$ cat src/rtl/dsp_tx_pkg.sv
package dsp_tx_pkg;

   localparam int ADDR_W = 8;
   localparam int DATA_W = 32;

   localparam logic [ADDR_W-1:0] SR_BASE      = 8'd128;
   localparam logic [ADDR_W-1:0] SR_PHASE_INC = SR_BASE + 8'd0;
   localparam logic [ADDR_W-1:0] SR_SCALE     = SR_BASE + 8'd1;  // {scale_i, scale_q}
   localparam logic [ADDR_W-1:0] SR_RATE      = SR_BASE + 8'd2;
   localparam logic [ADDR_W-1:0] SR_DACMUX    = SR_BASE + 8'd4;  // {mux_b, mux_a}

   localparam int SAMP_W   = 16;
   localparam int PATH_W   = 18;
   localparam int CORDIC_W = 24;
   localparam int PHASE_W  = 32;
   localparam int ZW       = 24;  // phase bits into the rotator
   localparam int DAC_W    = 16;

   typedef logic signed [PATH_W-1:0] path_t;
   typedef logic signed [DAC_W-1:0]  dac_t;
   typedef logic [7:0]               rate_t;
   typedef logic [3:0]               mux_t;

   localparam int CIC_N        = 4;
   localparam int CIC_LOG2_MAX = 7;
   localparam int CIC_ACC_W    = PATH_W + CIC_N * CIC_LOG2_MAX;  // full growth at rate 128

   localparam int CORDIC_STAGES = 20;
   localparam int CORDIC_XW     = CORDIC_W + 2;  // guard bits for gain and quadrant growth
   localparam int CORDIC_GAIN   = 107923;        // ~1.64676 in Q16

   // atan(2^-k) scaled so that 2^ZW is a full turn
   localparam int CORDIC_ATAN [CORDIC_STAGES] = '{
      2097152, 1238021, 654136, 332050, 166669, 83416, 41718, 20860, 10430, 5215,
      2608, 1304, 652, 326, 163, 81, 41, 20, 10, 5
   };

   function automatic int log2_rate(rate_t rate);
      int sh;
      sh = 0;
      for (int b = 0; b <= CIC_LOG2_MAX; b++) begin
         if (rate[b]) sh = b;  // highest set bit wins
      end
      return sh;
   endfunction

endpackage

$ cat src/rtl/interp_strober.sv
module interp_strober (
   input  logic              clk,
   input  logic              rst,
   input  logic              run_i,
   input  dsp_tx_pkg::rate_t rate_i,
   output logic              strobe_o
);

   import dsp_tx_pkg::*;

   rate_t cnt;
   logic  tc;

   assign tc = run_i && (cnt == '0);  // terminal count

   always_ff @(posedge clk) begin
      if (rst || !run_i) begin
         cnt <= '0;  // first pulse right after run rises
      end else if (tc) begin
         cnt <= rate_i - 1'b1;
      end else begin
         cnt <= cnt - 1'b1;
      end
   end

   // extra register stage on the request for timing
   always_ff @(posedge clk) begin
      if (rst) begin
         strobe_o <= 1'b0;
      end else begin
         strobe_o <= tc;
      end
   end

endmodule

$ cat config.mk
export PLATFORM = sky130hd
export DESIGN_NAME = interp_strober
export DESIGN_NICKNAME = d
export VERILOG_FILES = /design/src/rtl/dsp_tx_pkg.sv /design/src/rtl/interp_strober.sv
export SDC_FILE = /design/constraint.sdc
export NUM_CORES = 1
export LEC_CHECK = 0
export BUFFER_PORTS_ARGS = -buffer_cell sky130_fd_sc_hd__buf_2
export CAP_MARGIN = 20
export CORE_MARGIN = 4
export CORE_UTILIZATION = 39
export DETAILED_ROUTE_END_ITERATION = 10
export GPL_TIMING_DRIVEN = 0
export PLACE_DENSITY = 0.62
export SYNTH_ARGS = -nofsm -noshare
export SYNTH_HDL_FRONTEND = slang
export SYNTH_SLANG_ARGS = --single-unit
$ cat constraint.sdc
create_clock -name clk -period 3.05 [get_ports clk]
set_clock_uncertainty 0.2 [all_clocks]
set_input_delay 0.4575 -clock clk [delete_from_list [all_inputs] [get_ports clk]]
set_output_delay 0.4575 -clock clk [all_outputs]
set_load 0.01 [all_outputs]
==> run metrics <==
clock network power share 0.192; Post-Route WL between 1 and 1.5 mm; core area 0.001350 mm²; Initial Util 0.4319; Synthesis Warnings 0; Post-route DRC 0; FP Rows 13; Mapped Area roughly 580 µm²; type of the worst setup path reg -> reg; clock buffer depth 2; required time of the critical path 3030 ps; CP arrival roughly 2300 ps; postcts setup bufs 0; area grow syn2layout 17.17%; end-of-flow core utilization 0.5060; Period minus WS final approximately 2400 ps; htree depth 1; share of cells above drive strength 1 0.2593; Distinct cells, synth 33; Crit. End Element flip-flop; initial antenna violation count 0; GR Overflow Total 0; worst path bufs/invs 1; I/O pin count 12; fmax about 0.42 GHz; Slew HR 0.3687; first-pass GRT wire length about 2.3 mm; Slew @ Worst Pin 938.3 ps; Clock transition at path regs approximately 60 ps; worst skew pair latency approximately 260 ps; syn_nets 78; min-delay worst type in -> reg; pre-CTS WS 659.5 ps; CP cell instances or4_4 > buf_6 > nor3_4 > a21oi_1 > ha_1 > nand2_1 > o311ai_0 > a31oi_1; peak supply drop about 0.38 mV; final setup margin between 600 and 700 ps; post-place instance area 656.9 µm²; Antenna Cells 0; status finished, final reports clean; sequential share of power 0.332; Inserted Clock Buffers 3; Hold Buf Count CTS 0; Avg Inst Size Synth around 8.8 µm²; CP max-delay cell or4_4; DIE HEIGHT ~47 µm; switching fraction of total power 0.3899; drt pass-1 iters 5; Final Setup Violations 0; wire length per cell after detailed routing 14.36 µm; sequential area share after synthesis 0.3090; Mapped Cells 66; RSZ-0062 raised after global routing no; Die ar. 0.002178 mm²; CTS tree yes; Gate power share 0.475; pwr/cell area slightly below 700 mW/mm²; GR Util All Layers 0.1560; vias in the first global route 511; total power ~0.00047 W; clk sink count 9; nets 94; Slew Viols, Final 0; Top Family by Delay on Critical Path simple AND/OR/NAND/NOR gates; Largest stage delay, worst path about 530 ps; maxcap violations 0; Register-to-Register Path Depth 8; count of final hold-check violations 0; Leak 0.2614 nW; post-CTS resize count 0; final antenna-violating net count 0; Horiz. Die Dim ~47 µm; pin count of the biggest net entering global routing 9; Final Wtd Congestion between 0.8 and 0.9; Net Switching between 0.00015 and 0.0002 W; crit share post-route 0.7728; peak fanout along the critical path 7; CP startpoint kind flip-flop; initial DRC count 3; Hold Crit Depth 2; setup TNS 0 ps; via count a little under 600; Worst path depth 8; root buf cell clkbuf_4; Pint between 0.0002 and 0.0003 W; I/O Buffers 11; Avg Vias per Cell 6.094; Synth Register Bits 9; fin area roughly 680 µm²; post-DP HPWL roughly 1.0 mm
## cells in the final DEF, fill, tap and decap left out, types with 2 or more instances in the layout
master     n
nor4_1     6
dfxtp_1    9
nor2_1     6
or4_1      2
a21oi_1    5
o21ai_0    2
clkbuf_1   2
nor3_1     3
clkbuf_4   3
buf_2     12
inv_1      3
a41oi_1    4
o311ai_0   2
a31oi_1    2
## synth_stat cells
| master | count | area (µm²) |
|---|---|---|
| a211o_1 | 1 | 8.760 |
| a211oi_1 | 1 | 7.510 |
| a21o_1 | 1 | 7.510 |
| a21oi_1 | 5 | 25.02 |
| a31oi_1 | 2 | 12.51 |
| a41o_1 | 1 | 10.01 |
| a41oi_1 | 4 | 35.03 |
| buf_2 | 1 | 5.000 |
| buf_6 | 1 | 11.26 |
| clkbuf_1 | 1 | 3.750 |
| dfxtp_1 | 9 | 180.2 |
| ha_1 | 1 | 12.51 |
| inv_1 | 3 | 11.26 |
| nand2_1 | 1 | 3.750 |
| nand2b_1 | 1 | 6.260 |
| nand3_1 | 1 | 5.000 |
| nor2_1 | 6 | 22.52 |
| nor3_1 | 3 | 15.01 |
| nor3_4 | 1 | 16.27 |
| nor3b_1 | 1 | 7.510 |
| nor3b_2 | 1 | 12.51 |
| nor4_1 | 6 | 37.54 |
| o21ai_0 | 2 | 10.01 |
| o22ai_1 | 1 | 6.260 |
| o311ai_0 | 2 | 17.52 |
| o41ai_1 | 1 | 8.760 |
| o41ai_4 | 1 | 27.53 |
| or2_2 | 1 | 6.260 |
| or3_1 | 1 | 6.260 |
| or3b_1 | 1 | 8.760 |
| or4_1 | 2 | 15.01 |
| or4_4 | 1 | 11.26 |
| xor2_1 | 1 | 8.760 |
## worst register-to-register path: stages (launching register included)
cell	delay (ps)
dfxtp_1	330
or4_4	530
buf_6	150
nor3_4	240
a21oi_1	110
ha_1	230
nand2_1	160
o311ai_0	130
a31oi_1	200
## worst paths after layout
path	from	to	slack (ps)
worst max-delay path	cnt[1]	cnt[4]	690
worst min register to register	cnt[0]	cnt[0]	310
worst max register to register	cnt[1]	cnt[4]	690
worst min-delay path	rst	strobe_o	170
## flip-flops by register name, indices dropped and copies added, names as in the netlist
register,flops
cnt,8
strobe_o,1
## area by class of cell
class | instances | area, µm²
inverters | 3 | 11.26
multi-input cells | 51 | 371.6
repair buffers | 11 | 55.05
plain buffers | 3 | 20.02
clock buffers | 4 | 26.28
well taps | 15 | 18.77
flip-flops and latches | 9 | 180.2
fillers | 137 | 666.9
## metrics by stage
stage               hold slack [ps]  instances
finish                        169.8         96
global route                  159.9         96
CTS                           168.8         96
detailed placement            304.4         92
global placement              299.7         92
floorplan                     263.5         66
## per-layer routing
layer | part of all wire | vias to the layer above | track usage
li1 | - | 299 | -
met1 | 0.46 | 274 | 0.1940
met2 | 0.48 | 10 | 0.2390
met3 | 0.049 | 2 | 0.07031
met4 | 0.0073 | 0 | 0.04972
met5 | 0 | - | 0
## logic make-up (layout without fill, tap and decap cells)
logic type | count (synthesis) | count (layout) | share of synthesized area
simple gates | 27 | 27 | 0.2983
fa+ha+maj | 1 | 1 | 0.02146
buf+inv | 6 | 21 | 0.05363
flops | 9 | 9 | 0.3090
xor+xnor | 1 | 1 | 0.01502
compound gates | 22 | 22 | 0.3026
## power groups by stage
| stage | registers (W) | logic (W) | clock network, W |
|---|---|---|---|
| final | 0.000156 | 0.000223 | 0.0000900 |
| after floorplan | 0.000154 | 0.000177 | 0 |
| after detailed placement | 0.000158 | 0.000221 | 0 |
| after global placement | 0.000158 | 0.000218 | 0 |
| after CTS | 0.000155 | 0.000222 | 0.0000950 |
| after global routing | 0.000159 | 0.000248 | 0.000107 |
Power figures use the tool's default switching activity.
