[config.mk]
export PLATFORM = sky130hd
export DESIGN_NAME = cic_interp
export DESIGN_NICKNAME = d
export VERILOG_FILES = /design/src/rtl/dsp_tx_pkg.sv /design/src/rtl/cic_interp.sv
export SDC_FILE = /design/constraint.sdc
export NUM_CORES = 1
export LEC_CHECK = 0
export BUFFER_PORTS_ARGS = -buffer_cell sky130_fd_sc_hd__buf_2
export CAP_MARGIN = 20
export CORE_UTILIZATION = 30
export CTS_BUF_LIST = sky130_fd_sc_hd__clkbuf_4
export DETAILED_ROUTE_END_ITERATION = 7
export GPL_TIMING_DRIVEN = 0
export MAX_ROUTING_LAYER = met4
export RECOVER_POWER = 25
export REMOVE_ABC_BUFFERS = 1
export SYNTH_ARGS = -nofsm -noshare
export SYNTH_HDL_FRONTEND = slang
export SYNTH_SLANG_ARGS = --single-unit
[constraint.sdc]
create_clock -name clk -period 20.6 [get_ports clk]
set_clock_uncertainty 0.2 [all_clocks]
set_input_delay 3.09 -clock clk [delete_from_list [all_inputs] [get_ports clk]]
set_output_delay 3.09 -clock clk [all_outputs]
set_load 0.01 [all_outputs]
[src/rtl/dsp_tx_pkg.sv]
package dsp_tx_pkg;

   localparam int ADDR_W = 8;
   localparam int DATA_W = 32;

   localparam logic [ADDR_W-1:0] SR_BASE      = 8'd128;
   localparam logic [ADDR_W-1:0] SR_PHASE_INC = SR_BASE + 8'd0;
   localparam logic [ADDR_W-1:0] SR_SCALE     = SR_BASE + 8'd1;  // {scale_i, scale_q}
   localparam logic [ADDR_W-1:0] SR_RATE      = SR_BASE + 8'd2;
   localparam logic [ADDR_W-1:0] SR_DACMUX    = SR_BASE + 8'd4;  // {mux_b, mux_a}

   localparam int SAMP_W   = 16;
   localparam int PATH_W   = 18;
   localparam int CORDIC_W = 24;
   localparam int PHASE_W  = 32;
   localparam int ZW       = 24;  // phase bits into the rotator
   localparam int DAC_W    = 16;

   typedef logic signed [PATH_W-1:0] path_t;
   typedef logic signed [DAC_W-1:0]  dac_t;
   typedef logic [7:0]               rate_t;
   typedef logic [3:0]               mux_t;

   localparam int CIC_N        = 4;
   localparam int CIC_LOG2_MAX = 7;
   localparam int CIC_ACC_W    = PATH_W + CIC_N * CIC_LOG2_MAX;  // full growth at rate 128

   localparam int CORDIC_STAGES = 20;
   localparam int CORDIC_XW     = CORDIC_W + 2;  // guard bits for gain and quadrant growth
   localparam int CORDIC_GAIN   = 107923;        // ~1.64676 in Q16

   // atan(2^-k) scaled so that 2^ZW is a full turn
   localparam int CORDIC_ATAN [CORDIC_STAGES] = '{
      2097152, 1238021, 654136, 332050, 166669, 83416, 41718, 20860, 10430, 5215,
      2608, 1304, 652, 326, 163, 81, 41, 20, 10, 5
   };

   function automatic int log2_rate(rate_t rate);
      int sh;
      sh = 0;
      for (int b = 0; b <= CIC_LOG2_MAX; b++) begin
         if (rate[b]) sh = b;  // highest set bit wins
      end
      return sh;
   endfunction

endpackage

[src/rtl/cic_interp.sv]
module cic_interp (
   input  logic              clk,
   input  logic              rst,
   input  logic              run_i,
   input  dsp_tx_pkg::rate_t rate_i,
   input  logic              strobe_i,
   input  dsp_tx_pkg::path_t data_i,
   output dsp_tx_pkg::path_t data_o
);

   import dsp_tx_pkg::*;

   logic signed [CIC_ACC_W-1:0] comb_x    [CIC_N+1];
   logic signed [CIC_ACC_W-1:0] comb_dly  [CIC_N];
   logic signed [CIC_ACC_W-1:0] integ     [CIC_N];
   logic signed [CIC_ACC_W-1:0] integ_nxt [CIC_N];
   logic signed [CIC_ACC_W-1:0] stuffed;
   logic signed [CIC_ACC_W-1:0] scaled;
   logic                        stb_q;  // sample valid the cycle after the request

   always_comb begin
      comb_x[0] = CIC_ACC_W'(data_i);  // sign extend into the wide path
      for (int k = 0; k < CIC_N; k++) begin
         comb_x[k+1] = comb_x[k] - comb_dly[k];
      end
      stuffed = stb_q ? comb_x[CIC_N] : '0;  // zero stuffing between samples
      integ_nxt[0] = integ[0] + stuffed;
      for (int k = 1; k < CIC_N; k++) begin
         integ_nxt[k] = integ[k] + integ_nxt[k-1];
      end
   end

   always_ff @(posedge clk) begin
      if (rst || !run_i) begin
         stb_q <= 1'b0;
         for (int k = 0; k < CIC_N; k++) begin
            comb_dly[k] <= '0;
            integ[k]    <= '0;
         end
      end else begin
         stb_q <= strobe_i;
         if (stb_q) begin
            for (int k = 0; k < CIC_N; k++) begin
               comb_dly[k] <= comb_x[k];
            end
         end
         for (int k = 0; k < CIC_N; k++) begin
            integ[k] <= integ_nxt[k];  // integrators run every clock
         end
      end
   end

   // gain is rate^(N-1), a power of two here
   assign scaled = integ[CIC_N-1] >>> ((CIC_N - 1) * log2_rate(rate_i));

   always_ff @(posedge clk) begin
      if (rst || !run_i) begin
         data_o <= '0;
      end else begin
         data_o <= path_t'(scaled[PATH_W-1:0]);
      end
   end

endmodule

==> impl_metrics.json, run 1 <==
{
  "path_class": "in -> reg",
  "synth_xor_area_frac": 0.0879,
  "slowest_stage": "a2111oi_0",
  "cp_slowest_stage_delay_ns": 0.84,
  "postSynthAreaPerCell_sq_um": 8.66,
  "setup_viol": 0,
  "areaGrowthSynthToFinish_pct": 9.64,
  "synth_area_leader_cell": "edfxtp_1",
  "leakage_nw": 15.7,
  "synth.area.top_cells": "edfxtp_1 (15%), ha_1 (14%), dfxtp_1 (13%), xnor2_1 (5.2%), a21o_1 (5.0%)",
  "post-place-ws_ns": 0.904,
  "slew_headroom": -0.950,
  "maxCapViolCount": 5,
  "grt_usage": 0.137,
  "cts_root_buffer": "clkbuf_4",
  "grt_max_degree": 95,
  "synth_top_family_by_area": "compound AO/OA/AOI/OAI gates",
  "htree_levels": 3,
  "final_nets": 3965,
  "cts_resized": 0,
  "drt-total-wl_um": 69500,
  "power_frac_clock": 0.124,
  "cts_tree": "yes",
  "whs_ns": 0.411,
  "switching_share": 0.482,
  "post_drt_wl_per_cell_um": 13.8,
  "clock_latency_ns": 0.89,
  "worstSetupEndpointType": "flip-flop",
  "crit_fanout": 7,
  "drt_first_pass_iters": 7,
  "port-buffer-count": 46,
  "ys.flop_type": "dfxtp_1",
  "fillCellCount": 10685,
  "fin_util": 0.334,
  "cp.required_ns": 21.14,
  "die_height_um": 321,
  "netlist_area_sq_um": 30600,
  "path_clk_slew_ns": 0.06,
  "vias": 24831,
  "start_kind": "input pin",
  "worst_pin_slew_ns": 2.93,
  "p_sw_mw": 2.59,
  "async_flop_share": 0,
  "hpwl_um": 51800,
  "hp-class": "reg -> reg",
  "cts-hold-fix-buffers": 0,
  "clockBufferDepth": 3,
  "syn-instance-count": 3529,
  "power.density_nw_per_um2": 160,
  "ys_ff_latch": 359,
  "grt.overflow.total": 0,
  "gp_congestion": 0.879,
  "cp.arrival_ns": 19.59,
  "rrSetupSlack_ns": 3.49,
  "start_util": 0.304,
  "slew_viol_final": 230,
  "crit_top_cell": "a21oi_1",
  "avgViaCountPerCell": 4.95,
  "ios": 48,
  "violations": "max-capacitance violations, max-slew violations",
  "yosysMostFrequentCell": "ha_1",
  "fin_crit_sh": 0.925,
  "rows": 116,
  "coreArea_sq_um": 100000,
  "drt_iter0_markers": 1242,
  "period_needed_ns": 19.05,
  "muxShareOfSynthArea": 0.0515,
  "drive_above_1_share": 0.0735,
  "p_seq_frac": 0.173,
  "die_area_sq_um": 103000,
  "comb_power_share": 0.703,
  "numCtsBuffers": 103,
  "ys_seq_area_frac": 0.286,
  "synthAdderAreaFrac": 0.146,
  "internal_power_mw": 2.78,
  "synth_cell_type_count": 82,
  "clock-sinks": 359,
  "grt_pass1_vias": 23955,
  "die_w_um": 321,
  "synth_common_cells": "ha_1 (343), a21oi_1 (301), nor2_1 (276)",
  "ir_worst_vdd_v": 0.0000810,
  "status": "finished, violations left",
  "synth_top_area_frac": 0.153,
  "synth_warnings": 0,
  "synth_compound_area_frac": 0.209,
  "postRouteAntennaNets": 0,
  "rsz0062_at_grt": "false",
  "hold_viol": 0,
  "grt_pass1_wl_um": 116000,
  "fmax_ghz": 0.0525,
  "route.detailed.drc": 0,
  "synth_edf_count": 156,
  "antenna_found_initial": 1,
  "power_mw": 5.37,
  "synth-simple-area-share": 0.172,
  "fin_ws_ns": 1.55,
  "postCtsSetupBuffers": 0
}
-- flip-flops by register name, indices dropped and copies added (netlist names) --
| name | cells |
|---|---|
| data_o | 18 |
| comb_dly | 156 |
| integ | 184 |
| stb_q | 1 |
-- per-stage QoR --
step                instances  instance area (sq um)   TNS, ns
global route             5019                  33500         0
floorplan                3413                  30100         0
finish                   5019                  33500         0
detailed placement       4833                  32400         0
global placement         4816                  32000  -1963.69
CTS                      5015                  33700         0
-- path summary, 6_finish.rpt --
check,from,end,depth (start not counted)
setup / recovery,data_i[1],integ[3][45],70
hold / removal,integ[2][0],integ[2][0],2
setup reg to reg,comb_dly[0][1],integ[3][45],70
hold reg to reg,integ[2][0],integ[2][0],2
-- worst max-delay path, delay by kind of cell --
| family | cells | cell delay [ns] |
|---|---|---|
| simple gates | 19 | 3.72 |
| xor+xnor | 8 | 1.70 |
| compound gates | 34 | 8.10 |
| buf+inv | 1 | 0.13 |
| fa+ha+maj | 8 | 2.80 |
-- routing by layer --
metal / up-vias / global-route usage / routed length [um] / part of all wire
li1: 12869 / - / - / -
met4: 0 / 0.0461 / 1600 / 0.023
met1: 11514 / 0.169 / 32800 / 0.47
met3: 128 / 0.0196 / 2180 / 0.031
met5: - / - / 0 / 0
met2: 320 / 0.227 / 32900 / 0.47
-- power by group through the flow --
stage / logic (mW) / registers (mW) / clock network (mW)
global placement: 3.75 / 0.948 / 0
finish: 3.78 / 0.927 / 0.667
detailed placement: 3.78 / 0.943 / 0
CTS: 3.81 / 0.928 / 0.699
floorplan: 3.02 / 0.926 / 0
global route: 4.25 / 0.940 / 0.730
-- cell usage in the layout, fill, tap and decap left out, types with 10 or more instances in the layout --
cell      instances
a211oi_1         26
a21boi_0         14
a21o_1          205
a21oi_1         301
a31oi_1          39
and2_1          153
and3_1          156
buf_2            28
clkbuf_1         28
clkbuf_4        152
clkinv_1         19
dfxtp_1         202
edfxtp_1        156
ha_1            341
inv_1           262
mux2i_1         120
mux4_2           16
nand2_1         144
nand2b_1         44
nand3_1          46
nand4_1          41
nor2_1          275
nor2b_1          73
nor3_1           38
o211ai_1         13
o21a_1           37
o21ai_0         159
o21bai_1         58
o31a_1           10
o31ai_1          15
xnor2_1         181
xor2_1          117
-- kinds of logic (layout without fill, tap and decap cells) --
group,Yosys count,after routing
compound gates,984,984
xor+xnor,301,301
fa+ha+maj,351,351
buf+inv,379,511
flops,359,359
mux,137,137
other cells,0,1
simple gates,1018,1018
-- layout make-up --
class / instances / area (sq um) / area share
well taps: 1357 / 1700 / 0.0507
repair buffers: 66 / 403 / 0.0120
diodes: 1 / 2.50 / 0.0000747
inverters: 263 / 987 / 0.0295
clock inverters: 30 / 121 / 0.00362
flip-flops and latches: 359 / 8750 / 0.261
clock buffers: 152 / 1140 / 0.0341
multi-input cells: 2791 / 20400 / 0.609
No activity file was read; power rests on OpenSTA's default activity.
==> inputs of run 2 (changes only) <==
- ABC_AREA: unset -> 1
==> run 2 against run 1 <==
Effect of this change: the run still ends with max-capacitance violations, max-slew violations left; utilization rose by 0.13 points; combinational power down 1%; worst setup slack improved by 2.3 ns; first-iteration DRC count is 41% higher.
==> impl_metrics.json, run 2 <==
{
  "status": "finished, violations left",
  "violations": "max-capacitance violations, max-slew violations",
  "ys.flop_type": "dfxtp_1",
  "yosysMostFrequentCell": "inv_1",
  "htree_levels": 3,
  "top_regs": "integ (184), comb_dly (156), data_o (18)",
  "fin_crit_sh": 0.814,
  "gp_congestion": 0.913,
  "rrSetupSlack_ns": 5.78,
  "die_height_um": 326,
  "mostFrequentLayoutCells": "inv_1 (818), nand2_1 (752), nor2_1 (583), a21oi_1 (490), ha_1 (343)",
  "cts_tree": "yes",
  "slowest_stage": "o311ai_0",
  "hold_depth": 3,
  "async_flop_share": 0,
  "hold_viol": 0,
  "r2r-start": "comb_dly[0][0]",
  "fillCellCount": 11424,
  "path_class": "in -> reg",
  "drt-total-wl_um": 76200,
  "grt.overflow.total": 0,
  "coreArea_sq_um": 104000,
  "grt_pass1_wl_um": 129000,
  "synth_area_leader_cell": "edfxtp_1",
  "crit_fanout": 19,
  "synth_common_cells": "inv_1 (818), nand2_1 (753), nor2_1 (584)",
  "whs_ns": 0.402,
  "grt_usage": 0.146,
  "period_needed_ns": 16.77,
  "vias": 28651,
  "fmax_ghz": 0.0596,
  "ir_worst_vdd_v": 0.0000997,
  "clockBufferDepth": 3,
  "cp.required_ns": 21.20,
  "fin_tns_setup_ns": 0,
  "synth_warnings": 0,
  "port-buffer-count": 46,
  "avgViaCountPerCell": 4.71,
  "ys_ff_latch": 359,
  "maxCapViolCount": 4,
  "rows": 118,
  "synth_edf_count": 156,
  "syn-instance-count": 4549,
  "post_drt_wl_per_cell_um": 12.5,
  "fin_ws_ns": 3.83,
  "layout.cells.non_filler": 6087,
  "postRouteAntennaNets": 0,
  "netlist_area_sq_um": 31600,
  "path_clk_slew_ns": 0.06,
  "top_register": "integ",
  "drt_first_pass_iters": 5,
  "cts_resized": 0,
  "postSynthAreaPerCell_sq_um": 6.94,
  "reg2regPathDepth": 76,
  "synth_top_area_frac": 0.148,
  "worst_pin_slew_ns": 3.55,
  "hp-class": "reg -> reg",
  "grt_pass1_vias": 26916,
  "worstSetupEndpointType": "flip-flop",
  "cp_slowest_stage_delay_ns": 0.59,
  "register_area_sq_um": 8750,
  "clock-sinks": 359,
  "route.detailed.drc": 0,
  "clock_latency_ns": 0.91,
  "numCtsBuffers": 102,
  "cts_root_buffer": "clkbuf_4",
  "multi_input_area_sq_um": 19300,
  "fin_util": 0.335,
  "leakage_nw": 16.8,
  "drt_iter0_markers": 1754,
  "crit_top_cell": "nand2_1",
  "slew_headroom": -1.36,
  "start_util": 0.304,
  "final_nets": 5002,
  "drive_above_1_share": 0.0697,
  "largest_reg_flops": 184,
  "grt_max_degree": 114,
  "start_kind": "input pin",
  "cp.arrival_ns": 17.38,
  "startpoint": "data_i[0]",
  "cts-hold-fix-buffers": 0,
  "antenna_found_initial": 3,
  "die_w_um": 326,
  "ios": 48,
  "post-place-ws_ns": 3.23,
  "rsz0062_at_grt": "false",
  "hp-start": "integ[2][0]",
  "power_mw": 5.38,
  "ys_seq_area_frac": 0.277,
  "postCtsSetupBuffers": 0,
  "place_area_sq_um": 33400,
  "die_area_sq_um": 107000,
  "hpwl_um": 59000,
  "layout_commonest_cell": "inv_1",
  "fin_area_sq_um": 34800,
  "synth_cell_type_count": 66,
  "post-place-cells": 5894,
  "synth.area.top_cells": "edfxtp_1 (15%), ha_1 (14%), dfxtp_1 (13%), inv_1 (9.7%), nand2_1 (9.0%)",
  "setup_viol": 0,
  "power.density_nw_per_um2": 154,
  "slew_viol_final": 197,
  "areaGrowthSynthToFinish_pct": 10.2
}
## run 2: changes by cell type in the layout (fill, tap and decap cells not counted), sizes merged, moves of 45 or more
| cell | before | now |
|---|---|---|
| nand2 | 145 | 763 |
| inv | 267 | 830 |
| nor2 | 276 | 588 |
| a21oi | 302 | 516 |
| a21o | 209 | 21 |
| o21ai | 159 | 324 |
| and3 | 160 | 3 |
| and2 | 156 | 1 |
| mux2i | 120 | 8 |
| xnor2 | 182 | 80 |
| nand3 | 46 | 120 |
| nor2b | 73 | 4 |
| nand2b | 45 | 0 |
## run 2: path summary, 6_finish.rpt
| check | end |
|---|---|
| hold reg to reg | integ[2][0] |
| hold / removal | integ[2][0] |
| setup reg to reg | integ[3][45] |
| setup / recovery | integ[3][45] |
## run 2: cell families after synthesis
logic type | share of synthesized area
mux | 0.00289
buf+inv | 0.110
flops | 0.277
fa+ha+maj | 0.141
simple gates | 0.200
compound gates | 0.206
xor+xnor | 0.0630
## run 2: critical path: cells and delay by family
kind            cells  cell delay, ns
fa+ha+maj           9            2.80
xor+xnor            6            1.48
buf+inv            12            1.08
simple gates       26            3.02
compound gates     25            5.86
## run 2: power breakdown
part / internal (mW) / switching, mW / total, mW
clock: 0.371 / 0.335 / 0.707
combinational: 1.32 / 2.43 / 3.74
sequential: 0.868 / 0.0591 / 0.927
## run 2: final cells by class
type | instances | share of cell area
Multi-Input combinational cell | 3267 | 0.556
Timing Repair Buffer | 58 | 0.0141
Antenna cell | 4 | 0.000288
Clock buffer | 151 | 0.0326
Tap cell | 1380 | 0.0496
Sequential cell | 359 | 0.251
Clock inverter | 35 | 0.00618
Inverter | 833 | 0.0900
## run 2: layer usage
metal  GRT usage  vias up  part of all wire
met2       0.232      491              0.45
met3      0.0203      109             0.041
met1       0.193    12868              0.49
met5           -        -                 0
li1            -    15183                 -
met4      0.0428        0             0.019
