### config.mk
export PLATFORM = sky130hd
export DESIGN_NAME = dac_scale_mux
export DESIGN_NICKNAME = d
export VERILOG_FILES = /design/src/rtl/dsp_tx_pkg.sv /design/src/rtl/dac_scale_mux.sv
export SDC_FILE = /design/constraint.sdc
export NUM_CORES = 1
export LEC_CHECK = 0
export BUFFER_PORTS_ARGS = -buffer_cell sky130_fd_sc_hd__buf_4
export CAP_MARGIN = 20
export CORE_ASPECT_RATIO = 1.2
export CORE_MARGIN = 4
export CORE_UTILIZATION = 50
export DETAILED_ROUTE_END_ITERATION = 16
export GPL_TIMING_DRIVEN = 0
export HOLD_SLACK_MARGIN = 0.05
export MAX_ROUTING_LAYER = met4
export PLACE_DENSITY = 0.76
export SLEW_MARGIN = 20
export SYNTH_ARGS = -nofsm -noshare
export SYNTH_HDL_FRONTEND = slang
export SYNTH_SLANG_ARGS = --single-unit
### constraint.sdc
create_clock -name clk -period 16.87 [get_ports clk]
set_clock_uncertainty 0.1 [all_clocks]
set_input_delay 3.374 -clock clk [delete_from_list [all_inputs] [get_ports clk]]
set_output_delay 3.374 -clock clk [all_outputs]
set_load 0.02 [all_outputs]
### src/rtl/dsp_tx_pkg.sv
package dsp_tx_pkg;

   localparam int ADDR_W = 8;
   localparam int DATA_W = 32;

   localparam logic [ADDR_W-1:0] SR_BASE      = 8'd128;
   localparam logic [ADDR_W-1:0] SR_PHASE_INC = SR_BASE + 8'd0;
   localparam logic [ADDR_W-1:0] SR_SCALE     = SR_BASE + 8'd1;  // {scale_i, scale_q}
   localparam logic [ADDR_W-1:0] SR_RATE      = SR_BASE + 8'd2;
   localparam logic [ADDR_W-1:0] SR_DACMUX    = SR_BASE + 8'd4;  // {mux_b, mux_a}

   localparam int SAMP_W   = 16;
   localparam int PATH_W   = 18;
   localparam int CORDIC_W = 24;
   localparam int PHASE_W  = 32;
   localparam int ZW       = 24;  // phase bits into the rotator
   localparam int DAC_W    = 16;

   typedef logic signed [PATH_W-1:0] path_t;
   typedef logic signed [DAC_W-1:0]  dac_t;
   typedef logic [7:0]               rate_t;
   typedef logic [3:0]               mux_t;

   localparam int CIC_N        = 4;
   localparam int CIC_LOG2_MAX = 7;
   localparam int CIC_ACC_W    = PATH_W + CIC_N * CIC_LOG2_MAX;  // full growth at rate 128

   localparam int CORDIC_STAGES = 20;
   localparam int CORDIC_XW     = CORDIC_W + 2;  // guard bits for gain and quadrant growth
   localparam int CORDIC_GAIN   = 107923;        // ~1.64676 in Q16

   // atan(2^-k) scaled so that 2^ZW is a full turn
   localparam int CORDIC_ATAN [CORDIC_STAGES] = '{
      2097152, 1238021, 654136, 332050, 166669, 83416, 41718, 20860, 10430, 5215,
      2608, 1304, 652, 326, 163, 81, 41, 20, 10, 5
   };

   function automatic int log2_rate(rate_t rate);
      int sh;
      sh = 0;
      for (int b = 0; b <= CIC_LOG2_MAX; b++) begin
         if (rate[b]) sh = b;  // highest set bit wins
      end
      return sh;
   endfunction

endpackage

### src/rtl/dac_scale_mux.sv
module dac_scale_mux (
   input  logic               clk,
   input  logic               rst,
   input  dsp_tx_pkg::path_t  i_i,
   input  dsp_tx_pkg::path_t  q_i,
   input  logic signed [15:0] scale_i_i,
   input  logic signed [15:0] scale_q_i,
   input  dsp_tx_pkg::mux_t   mux_a_i,
   input  dsp_tx_pkg::mux_t   mux_b_i,
   output dsp_tx_pkg::dac_t   dac_a_o,
   output dsp_tx_pkg::dac_t   dac_b_o
);

   import dsp_tx_pkg::*;

   logic signed [PATH_W+15:0] prod_i;
   logic signed [PATH_W+15:0] prod_q;

   function automatic dac_t pick(mux_t sel, logic signed [PATH_W+15:0] pi,
                                 logic signed [PATH_W+15:0] pq);
      case (sel)
         4'd0:    return dac_t'(pi[28:13]);  // scale of 0x2000 is unity
         4'd1:    return dac_t'(pq[28:13]);
         default: return '0;
      endcase
   endfunction

   always_ff @(posedge clk) begin
      if (rst) begin
         prod_i <= '0;
         prod_q <= '0;
      end else begin
         prod_i <= i_i * scale_i_i;
         prod_q <= q_i * scale_q_i;
      end
   end

   always_ff @(posedge clk) begin
      if (rst) begin
         dac_a_o <= '0;
         dac_b_o <= '0;
      end else begin
         dac_a_o <= pick(mux_a_i, prod_i, prod_q);
         dac_b_o <= pick(mux_b_i, prod_i, prod_q);
      end
   end

endmodule

==> flow_summary_export.csv, run 1 <==
group,metric,value,unit
outcome,run_status,"finished, final reports clean",
layout,syn_to_final_growth,8.51,%
logic_synthesis,postSynth.asyncResetShare,0,
setup_path,cell_chain_of_the_critical_path,"clkbuf_1 > clkbuf_1 > nand2_1 > fa_1 > inv_1 > fa_1 > inv_1 > fa_1 > inv_1 > fa_1 > fa_1 > inv_1 > fa_1 > inv_1 > ha_1 > and3_1 > and3_1 > nand3_1 > and2_1 > o211ai_1 > a31oi_1 > a2111oi_0 > o21bai_1",
clocking,cts_post_setup_buffers_inserted,0,
route,vias,15138,
clocking,clock_root_buffer,"sky130_fd_sc_hd__clkbuf_16",
timing,min_period_over_period,0.593,
clocking,htreeDepth,3,
setup_path,cpPeakStageDelay,0.56,ns
logic_synthesis,synth_top_flop_cell,"sky130_fd_sc_hd__dfxtp_1",
global_routing,pin_count_of_the_biggest_net_entering_global_routing,11,
layout,multiInputGateArea,16500,um^2
setup_path,crit_arrival,10.14,ns
setup_path,classification_of_the_worst_setup_path,"in -> reg",
clocking,clkTransAtPathRegs,0.05,ns
clocking,ctsLongestPathBuffers,2,
route,final_antenna_net_count,0,
logic_synthesis,yosysWarningCount,0,
timing,timing_worst_slew_pin_value,0.790,ns
placement,dpl-instance-area,21700,um^2
setup_path,critical_path_required,17.01,ns
route,routed_wirelength,51.7,mm
global_routing,groute.layer.met1.usage,0.296,
floorplan,io_pins,110,
timing,final-max-slew-violation-count,0,
global_routing,grt-ovfl-total,0,
logic_synthesis,synth_seq_area_share,0.0632,
logic_synthesis,syn-num-nets,2970,
logic_synthesis,post_synth_num_cell_types,53,
timing,hold_violation_count_in_the_final_report,0,
clocking,cts-buffers-inserted,9,
timing,worst_slack,6.87,ns
setup_path,cp.buffers_inverters,7,
route,via_density,5.23,
placement,place.detailed.hpwl,44.3,mm
route,detailedRoute.firstPassIterationCount,5,
floorplan,floorplan.initialDensity,0.508,
floorplan,design.die.area,43900,um^2
logic_synthesis,postSynthAreaPerCell,9.03,um^2
global_routing,global_route.usage.total,0.253,
setup_path,slowest_stage_cell_on_the_critical_path,"sky130_fd_sc_hd__clkbuf_1",
clocking,insertion_delay,0.32,ns
floorplan,core.rowCount,80,
clocking,numClockSinks,64,
layout,finish.instance_area,22000,um^2
timing,setup_repair_after_global_routing_missed_its_margin,"no",
placement,globalplace.congestion,0.976,
global_routing,grt_antenna_before_repair,1,
logic_synthesis,netlist_area,20300,um^2
timing,min_period,10.00,ns
global_routing,globalRoute.busiestLayer,"met2",
clocking,cts_tree,"yes",
hold_path,min_path_type,"reg -> reg",
timing,setup_total_negative_slack,0,ns
logic_synthesis,synth_edf_count,0,
setup_path,critical_path.max_fanout,10,
route,remaining_drc_errors,0,
layout,nNetsFinal,3080,
clocking,postCtsResizedCells,0,
setup_path,worst_path_dominant_cell_family,"adder cells",
clocking,count_of_hold_fix_buffers_inserted_at_cts,0,
route,avgRoutedWirePerCell,17.9,um
placement,port_buffers,99,
global_routing,grt_pass1_wl,85.7,mm
setup_path,critPathMostFrequentCell,"sky130_fd_sc_hd__fa_1",
floorplan,coreArea,39900,um^2
layout,fillCellCount,3522,
floorplan,dieWidth,192,um
run,max-cap-violations,0,
layout,seq_area,1280,um^2
setup_path,ff2ff_setup_slack,16.03,ns
layout,layout-drive-gt1-share,0.0534,
timing,max_slew_margin,0.469,
setup_path,setup.worst_path.end_class,"flip-flop",
floorplan,die_height,229,um
timing,timing.final.setup_violations,0,
global_routing,grt_util_met3,0.0203,
global_routing,grt_util_met2,0.449,
timing,max_freq,0.100,GHz
logic_synthesis,synthCells,2246,
route,drt_iter0_drc,883,
logic_synthesis,ys_ff_latch,64,
global_routing,first_global_vias,17114,
placement,pre_cts_ws,6.55,ns
setup_path,crit_path_start_kind,"input port",
[placed cells by master, fill, tap and decap left out, drive strengths merged, types with 2 or more instances in the layout]
cell type	netlist	layout
nor2b	5	5
o21a	2	2
buf	3	102
and3	5	5
a211oi	4	4
nand2b	13	13
nor3	10	10
xnor2	50	50
fa	492	492
and2	248	248
a21oi	27	27
ha	154	154
nor4b	2	2
xor2	12	12
nand2	287	287
inv	596	596
nand4	6	6
nand3	7	7
mux2	4	4
o21ai	10	10
o211ai	5	5
nor2	86	86
o21bai	4	4
a2111oi	2	2
a31oi	2	2
clkbuf	84	95
clkinv	0	3
a31o	2	2
a21boi	2	2
a22oi	33	33
dfxtp	64	64
a21o	11	11
nor4	2	2
[routing by layer]
layer | share of wire | up-vias
met5 | 0 | -
met4 | 0.048 | 0
met3 | 0.057 | 170
met2 | 0.53 | 591
met1 | 0.37 | 7678
li1 | - | 6699
[area by class of cell]
cell class / instances / area share
Antenna cell: 1 / 0.000114
Buffer: 87 / 0.0148
Clock buffer: 11 / 0.0110
Clock inverter: 4 / 0.00205
Inverter: 596 / 0.102
Multi-Input combinational cell: 1499 / 0.748
Sequential cell: 64 / 0.0582
Tap cell: 533 / 0.0303
Timing Repair Buffer: 99 / 0.0338
[synth_stat cells (all sizes together), types with 3 or more instances]
cell type	count	area, um^2
inv	596	2240
fa	492	9850
nand2	287	1080
and2	248	1550
ha	154	1930
nor2	86	323
clkbuf	84	315
dfxtp	64	1280
xnor2	50	438
a22oi	33	248
a21oi	27	150
nand2b	13	81.3
xor2	12	105
a21o	11	82.6
nor3	10	50.1
o21ai	10	50.0
nand3	7	35.0
nand4	6	37.5
and3	5	31.3
nor2b	5	31.3
o211ai	5	42.5
a211oi	4	35.0
mux2	4	45.0
o21bai	4	30.0
buf	3	11.3
[state kept, by name, indices dropped and copies added (netlist names)]
| name | cells |
|---|---|
| dac_a_o | 16 |
| dac_b_o | 16 |
| prod_i | 16 |
| prod_q | 16 |
[tightest hold or removal path: cells and delay by family (launching register included)]
family | cells | cell delay (ns)
flip-flops | 1 | 0.33
AO/OA/AOI/OAI | 1 | 0.07
AND/OR/NAND/NOR | 1 | 0.08
[per-stage QoR]
step                hold WS (ns)  std cells   util
finish                     0.413       2894  0.551
global route               0.421       2894  0.551
CTS                        0.404       2893  0.551
detailed placement         0.392       2878  0.544
global placement           0.395       2878  0.543
floorplan                  0.366       2246      -
[final timing paths]
path,from,end,cells after the start
worst max-delay path,scale_i_i[7],prod_i[28]$_SDFF_PP0_,23
worst min-delay path,prod_i[22]$_SDFF_PP0_,dac_a_o[9]$_SDFF_PP0_,2
worst min register to register,prod_i[22]$_SDFF_PP0_,dac_a_o[9]$_SDFF_PP0_,2
worst max register to register,prod_q[22]$_SDFF_PP0_,dac_b_o[9]$_SDFF_PP0_,2
[cells by family (layout without fill, tap and decap cells)]
logic type | count (synthesis) | after routing | share of synthesized area
AO/OA/AOI/OAI | 113 | 113 | 0.0395
XOR/XNOR | 62 | 62 | 0.0268
adder cells (fa/ha/maj) | 646 | 646 | 0.581
buffers and inverters | 683 | 797 | 0.126
flip-flops | 64 | 64 | 0.0632
multiplexers | 4 | 4 | 0.00222
other | 0 | 1 | 0
AND/OR/NAND/NOR | 674 | 674 | 0.161
Power of run 1 is not shown: default switching activity piles up to over one toggle a cycle in this logic, so the estimate is an artifact.
==> run 2, diff against run 1 <==
--- a/config.mk
+++ b/config.mk
@@ -14,7 +14,7 @@
 export GPL_TIMING_DRIVEN = 0
 export HOLD_SLACK_MARGIN = 0.05
 export MAX_ROUTING_LAYER = met4
-export PLACE_DENSITY = 0.76
+export PLACE_DENSITY = 0.79
 export SLEW_MARGIN = 20
 export SYNTH_ARGS = -nofsm -noshare
 export SYNTH_HDL_FRONTEND = slang
==> constraint.sdc (replaced) <==
create_clock -name clk -period 8.9 [get_ports clk]
set_clock_uncertainty 0.1 [all_clocks]
set_input_delay 1.78 -clock clk [delete_from_list [all_inputs] [get_ports clk]]
set_output_delay 1.78 -clock clk [all_outputs]
set_load 0.02 [all_outputs]
==> run 2 against run 1 <==
  * Cell count unchanged
  * Via count up 0.63%
  * Flip-flop and latch count unchanged
  * Critical path depth is the same
  * Non-clock buffer count did not move
  * Register-to-register slack worse by 8.0 ns
  * Design area is essentially flat
  * Critical endpoint unchanged
  * Highest routed layer unchanged
==> flow_summary_export.csv, run 2 (synthesized netlist as in run 1, its figures left out) <==
group,metric,value,unit
timing,max_freq,0.118,GHz
floorplan,core.rowCount,80,
setup_path,cpPeakStageDelay,0.57,ns
timing,hold_violation_count_in_the_final_report,0,
setup_path,classification_of_the_worst_setup_path,"in -> reg",
clocking,cts_tree,"yes",
placement,globalplace.congestion,1.00,
placement,place.detailed.hpwl,44.3,mm
route,drt_iter0_drc,851,
setup_path,crit_path_start_kind,"input port",
placement,port_buffers,99,
timing,max_slew_margin,0.278,
route,routed_wirelength,51.8,mm
setup_path,setup.worst_path.end_class,"flip-flop",
clocking,cts-buffers-inserted,9,
run,max-cap-violations,0,
global_routing,first_global_vias,17268,
route,detailedRoute.firstPassIterationCount,5,
global_routing,pin_count_of_the_biggest_net_entering_global_routing,11,
global_routing,grt-ovfl-total,0,
route,via_density,5.26,
clocking,postCtsResizedCells,0,
setup_path,critical_path_required,9.00,ns
floorplan,io_pins,110,
setup_path,cell_chain_of_the_critical_path,"clkbuf_1 > clkbuf_1 > nand2_1 > fa_1 > inv_1 > fa_1 > inv_1 > fa_1 > inv_1 > fa_1 > fa_1 > inv_1 > fa_1 > inv_1 > ha_1 > and3_1 > and3_1 > a22oi_1 > and2_1 > o211ai_1 > a31oi_1 > a2111oi_0 > o21bai_1",
timing,hold_slack,0.412,ns
clocking,numClockSinks,64,
timing,final-max-slew-violation-count,0,
clocking,count_of_hold_fix_buffers_inserted_at_cts,0,
timing,min_period_over_period,0.952,
floorplan,coreArea,39900,um^2
layout,syn_to_final_growth,8.49,%
floorplan,dieWidth,192,um
timing,timing_worst_slew_pin_value,1.07,ns
route,final_antenna_net_count,0,
layout,nNetsFinal,3080,
clocking,clkTransAtPathRegs,0.05,ns
timing,setup_repair_after_global_routing_missed_its_margin,"no",
placement,pre_cts_ws,0.120,ns
timing,min_period,8.47,ns
setup_path,critPathMostFrequentCell,"sky130_fd_sc_hd__fa_1",
layout,insertedDiodeCount,0,
layout,final_cell_mix,"594 x sky130_fd_sc_hd__inv_1, 492 x sky130_fd_sc_hd__fa_1, 286 x sky130_fd_sc_hd__nand2_1, 248 x sky130_fd_sc_hd__and2_1, 154 x sky130_fd_sc_hd__ha_1",
clocking,clock_root_buffer,"sky130_fd_sc_hd__clkbuf_16",
route,vias,15234,
hold_path,min_path_type,"reg -> reg",
layout,layout_commonest_cell,"sky130_fd_sc_hd__inv_1",
setup_path,crit_arrival,8.57,ns
layout,layout-drive-gt1-share,0.0525,
timing,timing.final.setup_violations,0,
floorplan,die_height,229,um
floorplan,floorplan.initialDensity,0.508,
floorplan,design.die.area,43900,um^2
route,remaining_drc_errors,0,
global_routing,global_route.usage.total,0.254,
global_routing,grt_pass1_wl,86.1,mm
setup_path,critical_path.max_fanout,10,
clocking,insertion_delay,0.32,ns
clocking,ctsLongestPathBuffers,2,
timing,worst_slack,0.430,ns
setup_path,slowest_stage_cell_on_the_critical_path,"sky130_fd_sc_hd__fa_1",
outcome,run_status,"finished, final reports clean",
clocking,htreeDepth,3,
global_routing,grt_antenna_before_repair,1,
timing,setup_total_negative_slack,0,ns
route,avgRoutedWirePerCell,17.9,um
clocking,cts_post_setup_buffers_inserted,0,
## run 2: changes by cell type in the layout (fill, tap and decap cells not counted)
cell / previous run / this run
sky130_fd_sc_hd__clkbuf_8: 1 / 2
sky130_fd_sc_hd__nor4b_1: 0 / 1
sky130_fd_sc_hd__clkbuf_1: 85 / 86
sky130_fd_sc_hd__diode_2: 1 / 0
sky130_fd_sc_hd__nor4b_2: 2 / 1
sky130_fd_sc_hd__clkinv_2: 3 / 2
sky130_fd_sc_hd__nor4_1: 0 / 1
sky130_fd_sc_hd__nor4_2: 2 / 1
## run 2: worst max-delay path, delay by kind of cell
family / cells / cell delay (ns)
buffers and inverters: 7 / 1.30
AND/OR/NAND/NOR: 4 / 0.85
AO/OA/AOI/OAI: 5 / 1.26
adder cells (fa/ha/maj): 7 / 3.35
## run 2: final cells by class
cell class              count  area [um^2]
multi-input cells        1499        16500
fillers                  3507        17900
flip-flops and latches     64         1280
well taps                 533          667
plain buffers              87          327
clock buffers              13          260
clock inverters             3         40.0
inverters                 596         2240
repair buffers             99          743
## run 2: worst paths after layout
check	startpoint	endpoint	slack (ns)	depth (start not counted)
setup / recovery	scale_i_i[7]	prod_i[28]$_SDFF_PP0_	0.43	23
hold / removal	prod_i[27]$_SDFF_PP0_	dac_b_o[14]$_SDFF_PP0_	0.41	2
setup reg to reg	prod_q[23]$_SDFF_PP0_	dac_a_o[10]$_SDFF_PP0_	8.08	2
hold reg to reg	prod_i[27]$_SDFF_PP0_	dac_b_o[14]$_SDFF_PP0_	0.41	2
## run 2: per-layer routing
layer	vias to the layer above	track usage	part of all wire
met3	205	0.0301	0.065
met4	0	0.125	0.065
met2	660	0.445	0.52
li1	6681	-	-
met1	7688	0.287	0.35
met5	-	-	0
## run 2: through the flow
| stage | util | instances | area, um^2 |
|---|---|---|---|
| after floorplan | - | 2246 | 20300 |
| after global placement | 0.543 | 2878 | 21700 |
| after detailed placement | 0.543 | 2878 | 21700 |
| after CTS | 0.551 | 2894 | 22000 |
| after global routing | 0.551 | 2894 | 22000 |
| final | 0.551 | 2894 | 22000 |
Power of run 2 is left out for the same reason.
