File: src/rtl/dsp_tx_pkg.sv
package dsp_tx_pkg;

   localparam int ADDR_W = 8;
   localparam int DATA_W = 32;

   localparam logic [ADDR_W-1:0] SR_BASE      = 8'd128;
   localparam logic [ADDR_W-1:0] SR_PHASE_INC = SR_BASE + 8'd0;
   localparam logic [ADDR_W-1:0] SR_SCALE     = SR_BASE + 8'd1;  // {scale_i, scale_q}
   localparam logic [ADDR_W-1:0] SR_RATE      = SR_BASE + 8'd2;
   localparam logic [ADDR_W-1:0] SR_DACMUX    = SR_BASE + 8'd4;  // {mux_b, mux_a}

   localparam int SAMP_W   = 16;
   localparam int PATH_W   = 18;
   localparam int CORDIC_W = 24;
   localparam int PHASE_W  = 32;
   localparam int ZW       = 24;  // phase bits into the rotator
   localparam int DAC_W    = 16;

   typedef logic signed [PATH_W-1:0] path_t;
   typedef logic signed [DAC_W-1:0]  dac_t;
   typedef logic [7:0]               rate_t;
   typedef logic [3:0]               mux_t;

   localparam int CIC_N        = 4;
   localparam int CIC_LOG2_MAX = 7;
   localparam int CIC_ACC_W    = PATH_W + CIC_N * CIC_LOG2_MAX;  // full growth at rate 128

   localparam int CORDIC_STAGES = 20;
   localparam int CORDIC_XW     = CORDIC_W + 2;  // guard bits for gain and quadrant growth
   localparam int CORDIC_GAIN   = 107923;        // ~1.64676 in Q16

   // atan(2^-k) scaled so that 2^ZW is a full turn
   localparam int CORDIC_ATAN [CORDIC_STAGES] = '{
      2097152, 1238021, 654136, 332050, 166669, 83416, 41718, 20860, 10430, 5215,
      2608, 1304, 652, 326, 163, 81, 41, 20, 10, 5
   };

   function automatic int log2_rate(rate_t rate);
      int sh;
      sh = 0;
      for (int b = 0; b <= CIC_LOG2_MAX; b++) begin
         if (rate[b]) sh = b;  // highest set bit wins
      end
      return sh;
   endfunction

endpackage

File: src/rtl/setting_reg.sv
module setting_reg #(
   parameter logic [dsp_tx_pkg::ADDR_W-1:0] MY_ADDR = '0,
   parameter type payload_t = logic [dsp_tx_pkg::DATA_W-1:0],
   parameter payload_t RST_VAL = '0
) (
   input  logic                            clk,
   input  logic                            rst,
   input  logic                            strobe_i,
   input  logic [dsp_tx_pkg::ADDR_W-1:0]   addr_i,
   input  logic [dsp_tx_pkg::DATA_W-1:0]   data_i,
   output payload_t                        out_o
);

   logic hit;

   assign hit = strobe_i && (addr_i == MY_ADDR);

   always_ff @(posedge clk) begin
      if (rst) begin
         out_o <= RST_VAL;
      end else if (hit) begin
         out_o <= payload_t'(data_i[$bits(payload_t)-1:0]);  // low bits only
      end
   end

endmodule

File: config.mk
export PLATFORM = sky130hd
export DESIGN_NAME = setting_reg
export DESIGN_NICKNAME = d
export VERILOG_FILES = /design/src/rtl/dsp_tx_pkg.sv /design/src/rtl/setting_reg.sv
export SDC_FILE = /design/constraint.sdc
export NUM_CORES = 1
export LEC_CHECK = 0
export BUFFER_PORTS_ARGS = -buffer_cell sky130_fd_sc_hd__buf_2
export CELL_PAD_IN_SITES_DETAIL_PLACEMENT = 1
export CELL_PAD_IN_SITES_GLOBAL_PLACEMENT = 2
export CORE_ASPECT_RATIO = 1.1
export CORE_MARGIN = 5
export CORE_UTILIZATION = 27
export DETAILED_ROUTE_END_ITERATION = 10
export GPL_ROUTABILITY_DRIVEN = 0
export GPL_TIMING_DRIVEN = 0
export PLACE_DENSITY = 0.86
export SLEW_MARGIN = 15
export SYNTH_ARGS = -nofsm -noshare
export SYNTH_HDL_FRONTEND = slang
export SYNTH_SLANG_ARGS = --single-unit
File: constraint.sdc
create_clock -name clk -period 2.3 [get_ports clk]
set_input_delay 0.115 -clock clk [delete_from_list [all_inputs] [get_ports clk]]
set_output_delay 0.115 -clock clk [all_outputs]
set_load 0.01 [all_outputs]
==> impl_metrics.tcl, run 1 <==
set metrics [dict create \
    initial_utilization_pct 27.47 \
    clock_latency_ps 280 \
    ant_nets 0 \
    hp-class "primary input to register" \
    p_per_area_nw_per_um2 541.7 \
    tns_ps 0 \
    setup.worst_path.end "out_o[1]" \
    r2r-start "out_o[10]" \
    min_period_ps 1438 \
    report.final.setup_viol 0 \
    dp_hpwl_mm 2.924 \
    cp.arrival_ps 1650 \
    wl_met3_um 187 \
    hold_viol_final 0 \
    yosysWarningCount 0 \
    dpl_worst_slack_ps 540.7 \
    cp_top_family "simple AND/OR/NAND/NOR gates" \
    routedWlPerCell_um 12.40 \
    routed_wl_mm 3.682 \
    fin_ws_ps 861.8 \
    via_per_inst 4.121 \
    crit_path_start "addr_i[4]" \
    path_class "primary input to register" \
    clockBufferDepth 2 \
    reg2reg_to "out_o[10]" \
    wl_met2_mm 1.861 \
    antenna_found_initial 0 \
    die-area_um2 6991 \
    worst_pin_slew_ps 475.5 \
    drv_cap 0 \
    cp.depth 5 \
    stdcell_area_um2 2014 \
    drc 0 \
    reg_top3 "out_o (32)" \
    cp_slowest_stage_delay_ps 540 \
    crit_chain "buf_2, or4b_4, nor4_4, buf_6, mux2i_1" \
    drt_iter0_markers 17 \
    die_y_um 87.20 \
    cp-start-kind "primary input" \
    synth_cells 141 \
    cts_resized 0 \
    pin_count 75 \
    slew-limit-headroom_pct 68.06 \
    fin_crit_sh_pct 62.53 \
    drv_slew 0 \
    die_w_um 80.18 \
    synth_area_um2 1463 \
    htreeDepth 2 \
    via_count 1224 \
    dpl_cell_area_um2 1922 \
    io_buffers 73 \
    numClockSinks 32 \
    clk_pin_slew_ps 70 \
    yosysUniqueCellTypes 8 \
    cts_root_buffer "clkbuf_8" \
    r2r_slack_ps 1700 \
    largest_register_ffs 32 \
    dr.max_layer_used "met4" \
    track_usage_pct 11.03 \
    antenna_cells 0 \
    clock.fmax_mhz 695.3 \
    cts_tree "built" \
    max_flop_register "out_o" \
    grt_overflow_total 0 \
    critPathSlowestCell "or4b_4" \
    cts_buffers 5 \
    syn_area_per_cell_um2 10.37 \
    rsz0062_at_grt "false" \
    r2r.worst_path.cells 2 \
    num_rows 28 \
    ys_seq_elements 32 \
    firstDrtPassIters 4 \
    grt_max_degree 11 \
    worstPathRequired_ps 2510 \
    end_kind "register" \
    wirelength_met1_mm 1.561 \
    coreArea_um2 5325 \
    area_growth_syn_to_layout_pct 37.72 \
    crit_fanout 10 \
    peakVddDrop_v 0.0002749 \
    drive_gt1_share_pct 38.74 \
    skew_ps 0 \
    cts_setup_buffers 0 \
    cts.hold.buffers_added 0 \
    status "finished clean" \
    total_leakage_power_nw 0.8629 \
    grt_pass1_vias 1319 \
    critPathBufInv 2 \
    nets 264 \
    yosysSeqAreaShare_pct 43.80 \
    syn_nets 184 \
    grt_pass1_wl_mm 6.023 \
]
layout by cell type, fill, tap and decap left out, drive strengths merged:
cell type | Yosys | final
buf | 3 | 76
nand2b | 64 | 64
mux2i | 32 | 32
dfxtp | 32 | 32
clkbuf | 7 | 13
clkinv | 0 | 2
or4b | 1 | 1
or3 | 1 | 1
nor4 | 1 | 1
worst register-to-register path, stage by stage, from the launching register on:
cell and delay [ps]:
dfxtp_1 350, nand2b_1 60, mux2i_1 120
worst min-delay path by stage:
stage               start   endpoint  slack (ps)  cells past startpoint
3_3_place_gp   data_i[20]  out_o[20]         380                      3
4_1_cts         data_i[2]   out_o[2]          80                      3
2_1_floorplan  data_i[10]  out_o[10]         270                      2
3_5_place_dp   data_i[22]  out_o[22]         390                      3
6_report        data_i[2]   out_o[2]          90                      3
5_1_grt        data_i[31]  out_o[31]          80                      3
cells by family (layout without fill, tap and decap cells):
| family | after synthesis | after routing | share of synthesized area [%] |
|---|---|---|---|
| and+or+nand+nor | 67 | 67 | 30.20 |
| muxes | 32 | 32 | 21.90 |
| DFF | 32 | 32 | 43.80 |
| buffers and inverters | 10 | 91 | 4.106 |
layer usage:
layer	track usage [%]	vias up
met4	4.608	0
met1	12.74	568
met3	3.106	5
li1	-	612
met5	0	-
met2	18.98	39
stage by stage:
stage	hold slack [ps]	power (mW)	cells	util (%)
after floorplan	270.3	0.6096	141	-
after global placement	381.0	0.6549	289	36.09
after detailed placement	386.7	0.6554	289	36.09
after CTS	79.10	1.116	297	37.83
after global routing	84.63	1.146	297	37.83
final	88.13	1.091	297	37.83
power breakdown:
group	switching, mW	internal [mW]
combinational	0.0333	0.0519
sequential	0.000333	0.554
clock	0.212	0.239
total	0.246	0.845
final cells by class:
cell class / count / area, µm²
Clock buffer: 6 / 82.58
Fill cell: 670 / 3311
Clock inverter: 2 / 10.01
Buffer: 10 / 60.06
Sequential cell: 32 / 640.6
Multi-Input combinational cell: 99 / 762.0
Timing Repair Buffer: 73 / 365.4
Tap cell: 75 / 93.84
synth_stat cells:
cell type / number / area share [%]
nand2b_1: 64 / 27
dfxtp_1: 32 / 44
mux2i_1: 32 / 22
clkbuf_1: 7 / 1.8
buf_6: 3 / 2.3
nor4_4: 1 / 1.5
or3_1: 1 / 0.43
or4b_4: 1 / 0.94
Note: power is estimated with default switching activity, not from simulation.
==> inputs of run 2 (changes only) <==
CORE_UTILIZATION = 25   (was 27)
PLACE_DENSITY = 0.81   (was 0.86)
clock period = 1.4 ns   (was 2.3 ns; I/O delays follow)
==> impl_metrics.tcl, run 2 (synthesized netlist as in run 1, its figures left out) <==
set metrics [dict create \
    io_buffers 73 \
    fillerInstances 701 \
    cp-start-kind "primary input" \
    ant_nets 0 \
    cts_resized 0 \
    total_leakage_power_nw 0.8819 \
    crit_chain "buf_2, or4b_4, nor4_4, buf_4, buf_6, mux2i_1" \
    grt_pass1_wl_mm 6.272 \
    peakVddDrop_v 0.0003629 \
    grt_overflow_total 0 \
    rsz0062_at_grt "false" \
    drt_iter0_markers 31 \
    report.final.setup_viol 0 \
    firstDrtPassIters 3 \
    numClockSinks 32 \
    worstPathRequired_ps 1600 \
    drc 0 \
    cts_buffers 5 \
    area_growth_syn_to_layout_pct 40.72 \
    via_count 1232 \
    die_y_um 90.22 \
    drive_gt1_share_pct 39.01 \
    skew_ps 0 \
    wirelength_met1_mm 1.606 \
    track_usage_pct 10.06 \
    min_period_ps 1344 \
    worst_pin_slew_ps 389.2 \
    drv_slew 0 \
    clockBufferDepth 2 \
    max_flop_register "out_o" \
    final_cell_mix "73 x buf_2, 64 x nand2b_1, 32 x mux2i_1, 32 x dfxtp_1" \
    clock_latency_ps 270 \
    antenna_found_initial 0 \
    tns_ps 0 \
    routedWlPerCell_um 12.28 \
    cp.arrival_ps 1550 \
    end_kind "register" \
    path_class "primary input to register" \
    coreArea_um2 5733 \
    htreeDepth 2 \
    dpl_worst_slack_ps -355.8 \
    pin_count 75 \
    critPathSlowestCell "or4b_4" \
    cp_slowest_stage_delay_ps 540 \
    slew-limit-headroom_pct 74.05 \
    multi_input_area_um2 762.0 \
    dp_hpwl_mm 2.834 \
    grt_max_degree 11 \
    dpl_cell_area_um2 1924 \
    regArea_um2 640.6 \
    reg_top3 "out_o (32)" \
    die-area_um2 7482 \
    dr.max_layer_used "met4" \
    hp-class "primary input to register" \
    grt_pass1_vias 1380 \
    crit_fanout 10 \
    antenna_cells 0 \
    wl_met2_mm 1.753 \
    largest_register_ffs 32 \
    drv_cap 0 \
    clock.fmax_mhz 744.3 \
    p_per_area_nw_per_um2 985.7 \
    hold_viol_final 0 \
    fin_ws_ps 56.37 \
    clk_pin_slew_ps 70 \
    nets 265 \
    cts_root_buffer "clkbuf_8" \
    stdcell_area_um2 2058 \
    status "finished clean" \
    fin_crit_sh_pct 95.97 \
    initial_utilization_pct 25.51 \
    layout_commonest_cell "buf_2" \
    routed_wl_mm 3.683 \
    wl_met3_um 290 \
    die_w_um 82.93 \
    cts_tree "built" \
    num_rows 29 \
    via_per_inst 4.107 \
]
-- run 2: layer usage --
layer	vias up	GRT usage, %
li1	617	-
met1	566	11.71
met2	45	16.64
met3	4	4.479
met4	0	2.861
met5	-	0
-- run 2: critical path: cells and delay by family --
kind          cells  cell delay (ps)
mux               1              210
buf+inv           3              460
simple gates      2              790
-- run 2: timing repair --
action,in CTS,in global routing
hold buffers,0,0
endpoints found under the setup margin,30,0
setup buffers,1,0
-- run 2: layout make-up --
| cell class | instances | area share, % |
|---|---|---|
| repair buffers | 74 | 18.12 |
| clock inverters | 1 | 1.459 |
| plain buffers | 10 | 2.918 |
| well taps | 77 | 4.681 |
| flip-flops and latches | 32 | 31.12 |
| multi-input cells | 99 | 37.02 |
| clock buffers | 7 | 4.681 |
-- run 2: per-stage QoR --
stage	power [mW]	utilization, %	std cells	hold slack [ps]
final	2.029	35.90	300	41.19
after global placement	1.078	33.57	291	334.4
after global routing	2.127	35.90	300	40.00
after floorplan	1.001	-	141	225.3
after CTS	2.068	35.90	300	36.21
after detailed placement	1.078	33.57	291	340.3
-- run 2: worst paths after layout --
check	depth (start not counted)	to	slack (ps)	start
min reg2reg	2	out_o[28]	470	out_o[28]
min	3	out_o[7]	40	data_i[7]
max	6	out_o[19]	60	addr_i[4]
max reg2reg	2	out_o[19]	800	out_o[19]
-- run 2: power breakdown --
part           internal (mW)  switching (mW)
clock                  0.628           0.348
sequential             0.911        0.000572
combinational         0.0852          0.0563
==> inputs of run 3 (changes only) <==
GPL_ROUTABILITY_DRIVEN = not set   (was 0)
clock period = 1.28 ns   (was 1.4 ns; I/O delays follow)
==> impl_metrics.tcl, run 3 (synthesized netlist as in run 1, its figures left out) <==
set metrics [dict create \
    grt_pass1_wl_mm 6.285 \
    antenna_found_initial 0 \
    netSwitchingFraction_pct 19.99 \
    initial_utilization_pct 25.51 \
    r2r.worst_path.cells 2 \
    holdWs_ps 34.87 \
    max_flop_register "out_o" \
    power.internal_mw 1.780 \
    power.switching_uw 444.6 \
    num_rows 29 \
    peakVddDrop_v 0.0004013 \
    io_buffers 73 \
    area_growth_syn_to_layout_pct 49.36 \
    status "finished with violations" \
    rsz0062_at_grt "true" \
    min_path_cells 3 \
    r2r_slack_ps 680 \
    clock_latency_ps 270 \
    dpl_worst_slack_ps -469.8 \
    track_usage_pct 10.12 \
    hold_viol_final 0 \
    path_class "primary input to register" \
    crit_fanout 8 \
    min_delay_worst_endpoint "out_o[7]" \
    p_comb_share_pct 7.1 \
    die-area_um2 7482 \
    via_per_inst 4.092 \
    numClockSinks 32 \
    coreArea_um2 5733 \
    power_mw 2.224 \
    cpMostUsedCell "buf_6" \
    reg_top3 "out_o (32)" \
    fin_ws_ps -14.20 \
    min_period_ps 1294 \
    tns_ps -16.65 \
    clock.fmax_mhz 772.7 \
    violations "setup timing" \
    firstDrtPassIters 4 \
    clk_pin_slew_ps 70 \
    cts_tree "built" \
    cts_buffers 5 \
    die_y_um 90.22 \
    cp.arrival_ps 1500 \
    grt_overflow_total 0 \
    htreeDepth 2 \
    use_met1_pct 11.65 \
    drv_slew 0 \
    gp_congestion 0.6340 \
    slew-limit-headroom_pct 73.53 \
    cp-start-kind "primary input" \
    drt_iter0_markers 30 \
    p_per_area_nw_per_um2 1018 \
    antenna_cells 0 \
    die_w_um 82.93 \
    grt_max_degree 11 \
    final_cell_mix "72 x buf_2, 64 x nand2b_1, 32 x mux2i_1, 32 x dfxtp_1" \
    largest_register_ffs 32 \
    drc 0 \
    routed_wl_mm 3.824 \
    via_count 1248 \
    p_clk_share_pct 48.0 \
    seqPwrFrac_pct 44.8 \
    skew_ps 0 \
    end_kind "register" \
    dp_hpwl_mm 2.834 \
    drv_cap 0 \
    grt_pass1_vias 1389 \
    crit_chain "buf_6, or4b_4, nor4_4, buf_6, clkbuf_16, mux2i_1" \
    cp_top_family "simple AND/OR/NAND/NOR gates" \
    reg2reg_to "out_o[0]" \
    nets 270 \
    total_leakage_power_nw 0.9330 \
    cts_root_buffer "clkbuf_8" \
    layout_commonest_cell "buf_2" \
    report.final.setup_viol 2 \
    critPathSlowestCell "or4b_4" \
    r2r-start "out_o[0]" \
    top_usage_layer "met2" \
    worstPathRequired_ps 1480 \
    grt.met3_usage_pct 4.479 \
    routedWlPerCell_um 12.54 \
    ant_nets 0 \
    hp-class "primary input to register" \
    worst_pin_slew_ps 397.1 \
    cp_slowest_stage_delay_ps 540 \
    drive_gt1_share_pct 40.35 \
    critPathBufInv 3 \
    pin_count 75 \
    clockBufferDepth 2 \
    fin_crit_sh_pct 101.1 \
    use_met2_pct 16.91 \
    hp-start "data_i[7]" \
]
run 3: cell count changes in the layout (fill, tap and decap cells not counted):
cell	before	now
buf_12	0	3
clkbuf_16	0	3
buf_6	3	2
buf_4	1	2
buf_2	73	72
run 3: routing by layer:
| metal | wire, µm | part of all wire, % | vias up |
|---|---|---|---|
| met5 | 0 | 0 | - |
| met4 | 20 | 0.52 | 0 |
| met2 | 1877 | 49 | 45 |
| met3 | 288 | 7.5 | 2 |
| li1 | - | - | 623 |
| met1 | 1638 | 43 | 578 |
run 3: power by group through the flow:
stage                     registers, mW  logic [mW]  clock network (mW)
after floorplan                    1.02      0.0750                   0
after global placement             1.02       0.159                   0
after detailed placement           1.02       0.160                   0
after CTS                         0.997       0.161                1.10
after global routing              0.996       0.179                1.15
final                             0.997       0.159                1.07
run 3: how the worst max path moves through the flow:
stage / start / to / slack, ps / cells after the start
after global routing: addr_i[6] / out_o[0] / -30 / 6
after global placement: addr_i[4] / out_o[16] / -460 / 5
after floorplan: addr_i[4] / out_o[0] / -170 / 4
after detailed placement: addr_i[4] / out_o[19] / -470 / 5
final: addr_i[6] / out_o[0] / -10 / 6
after CTS: addr_i[4] / out_o[18] / -20 / 6
run 3: timing repair:
item                                   4_1_cts  5_1_grt
gates cloned                                 0        3
resized for setup                            5        3
setup endpoints to repair                   30       29
setup buffers                                2        1
hold buffers                                 0        0
endpoints found under the hold margin        0        0
pin swaps                                    1        2
run 3: per-stage QoR:
stage,instance area (µm²),utilization [%],instances
finish,2185,38.11,305
floorplan,1463,-,141
CTS,2086,36.38,301
global placement,1924,33.57,291
global route,2185,38.11,305
detailed placement,1924,33.57,291
run 3: worst reg2reg max path, cell delays in order (launching register included):
cell and delay, ps:
dfxtp_1 340, nand2b_1 60, mux2i_1 130
run 3: layout make-up:
type,instances,area (µm²)
Tap cell,77,96.34
Sequential cell,32,640.6
Timing Repair Buffer,79,473.0
Clock buffer,7,96.34
Fill cell,687,3548
Clock inverter,1,30.03
Buffer,10,86.33
Multi-Input combinational cell,99,762.0
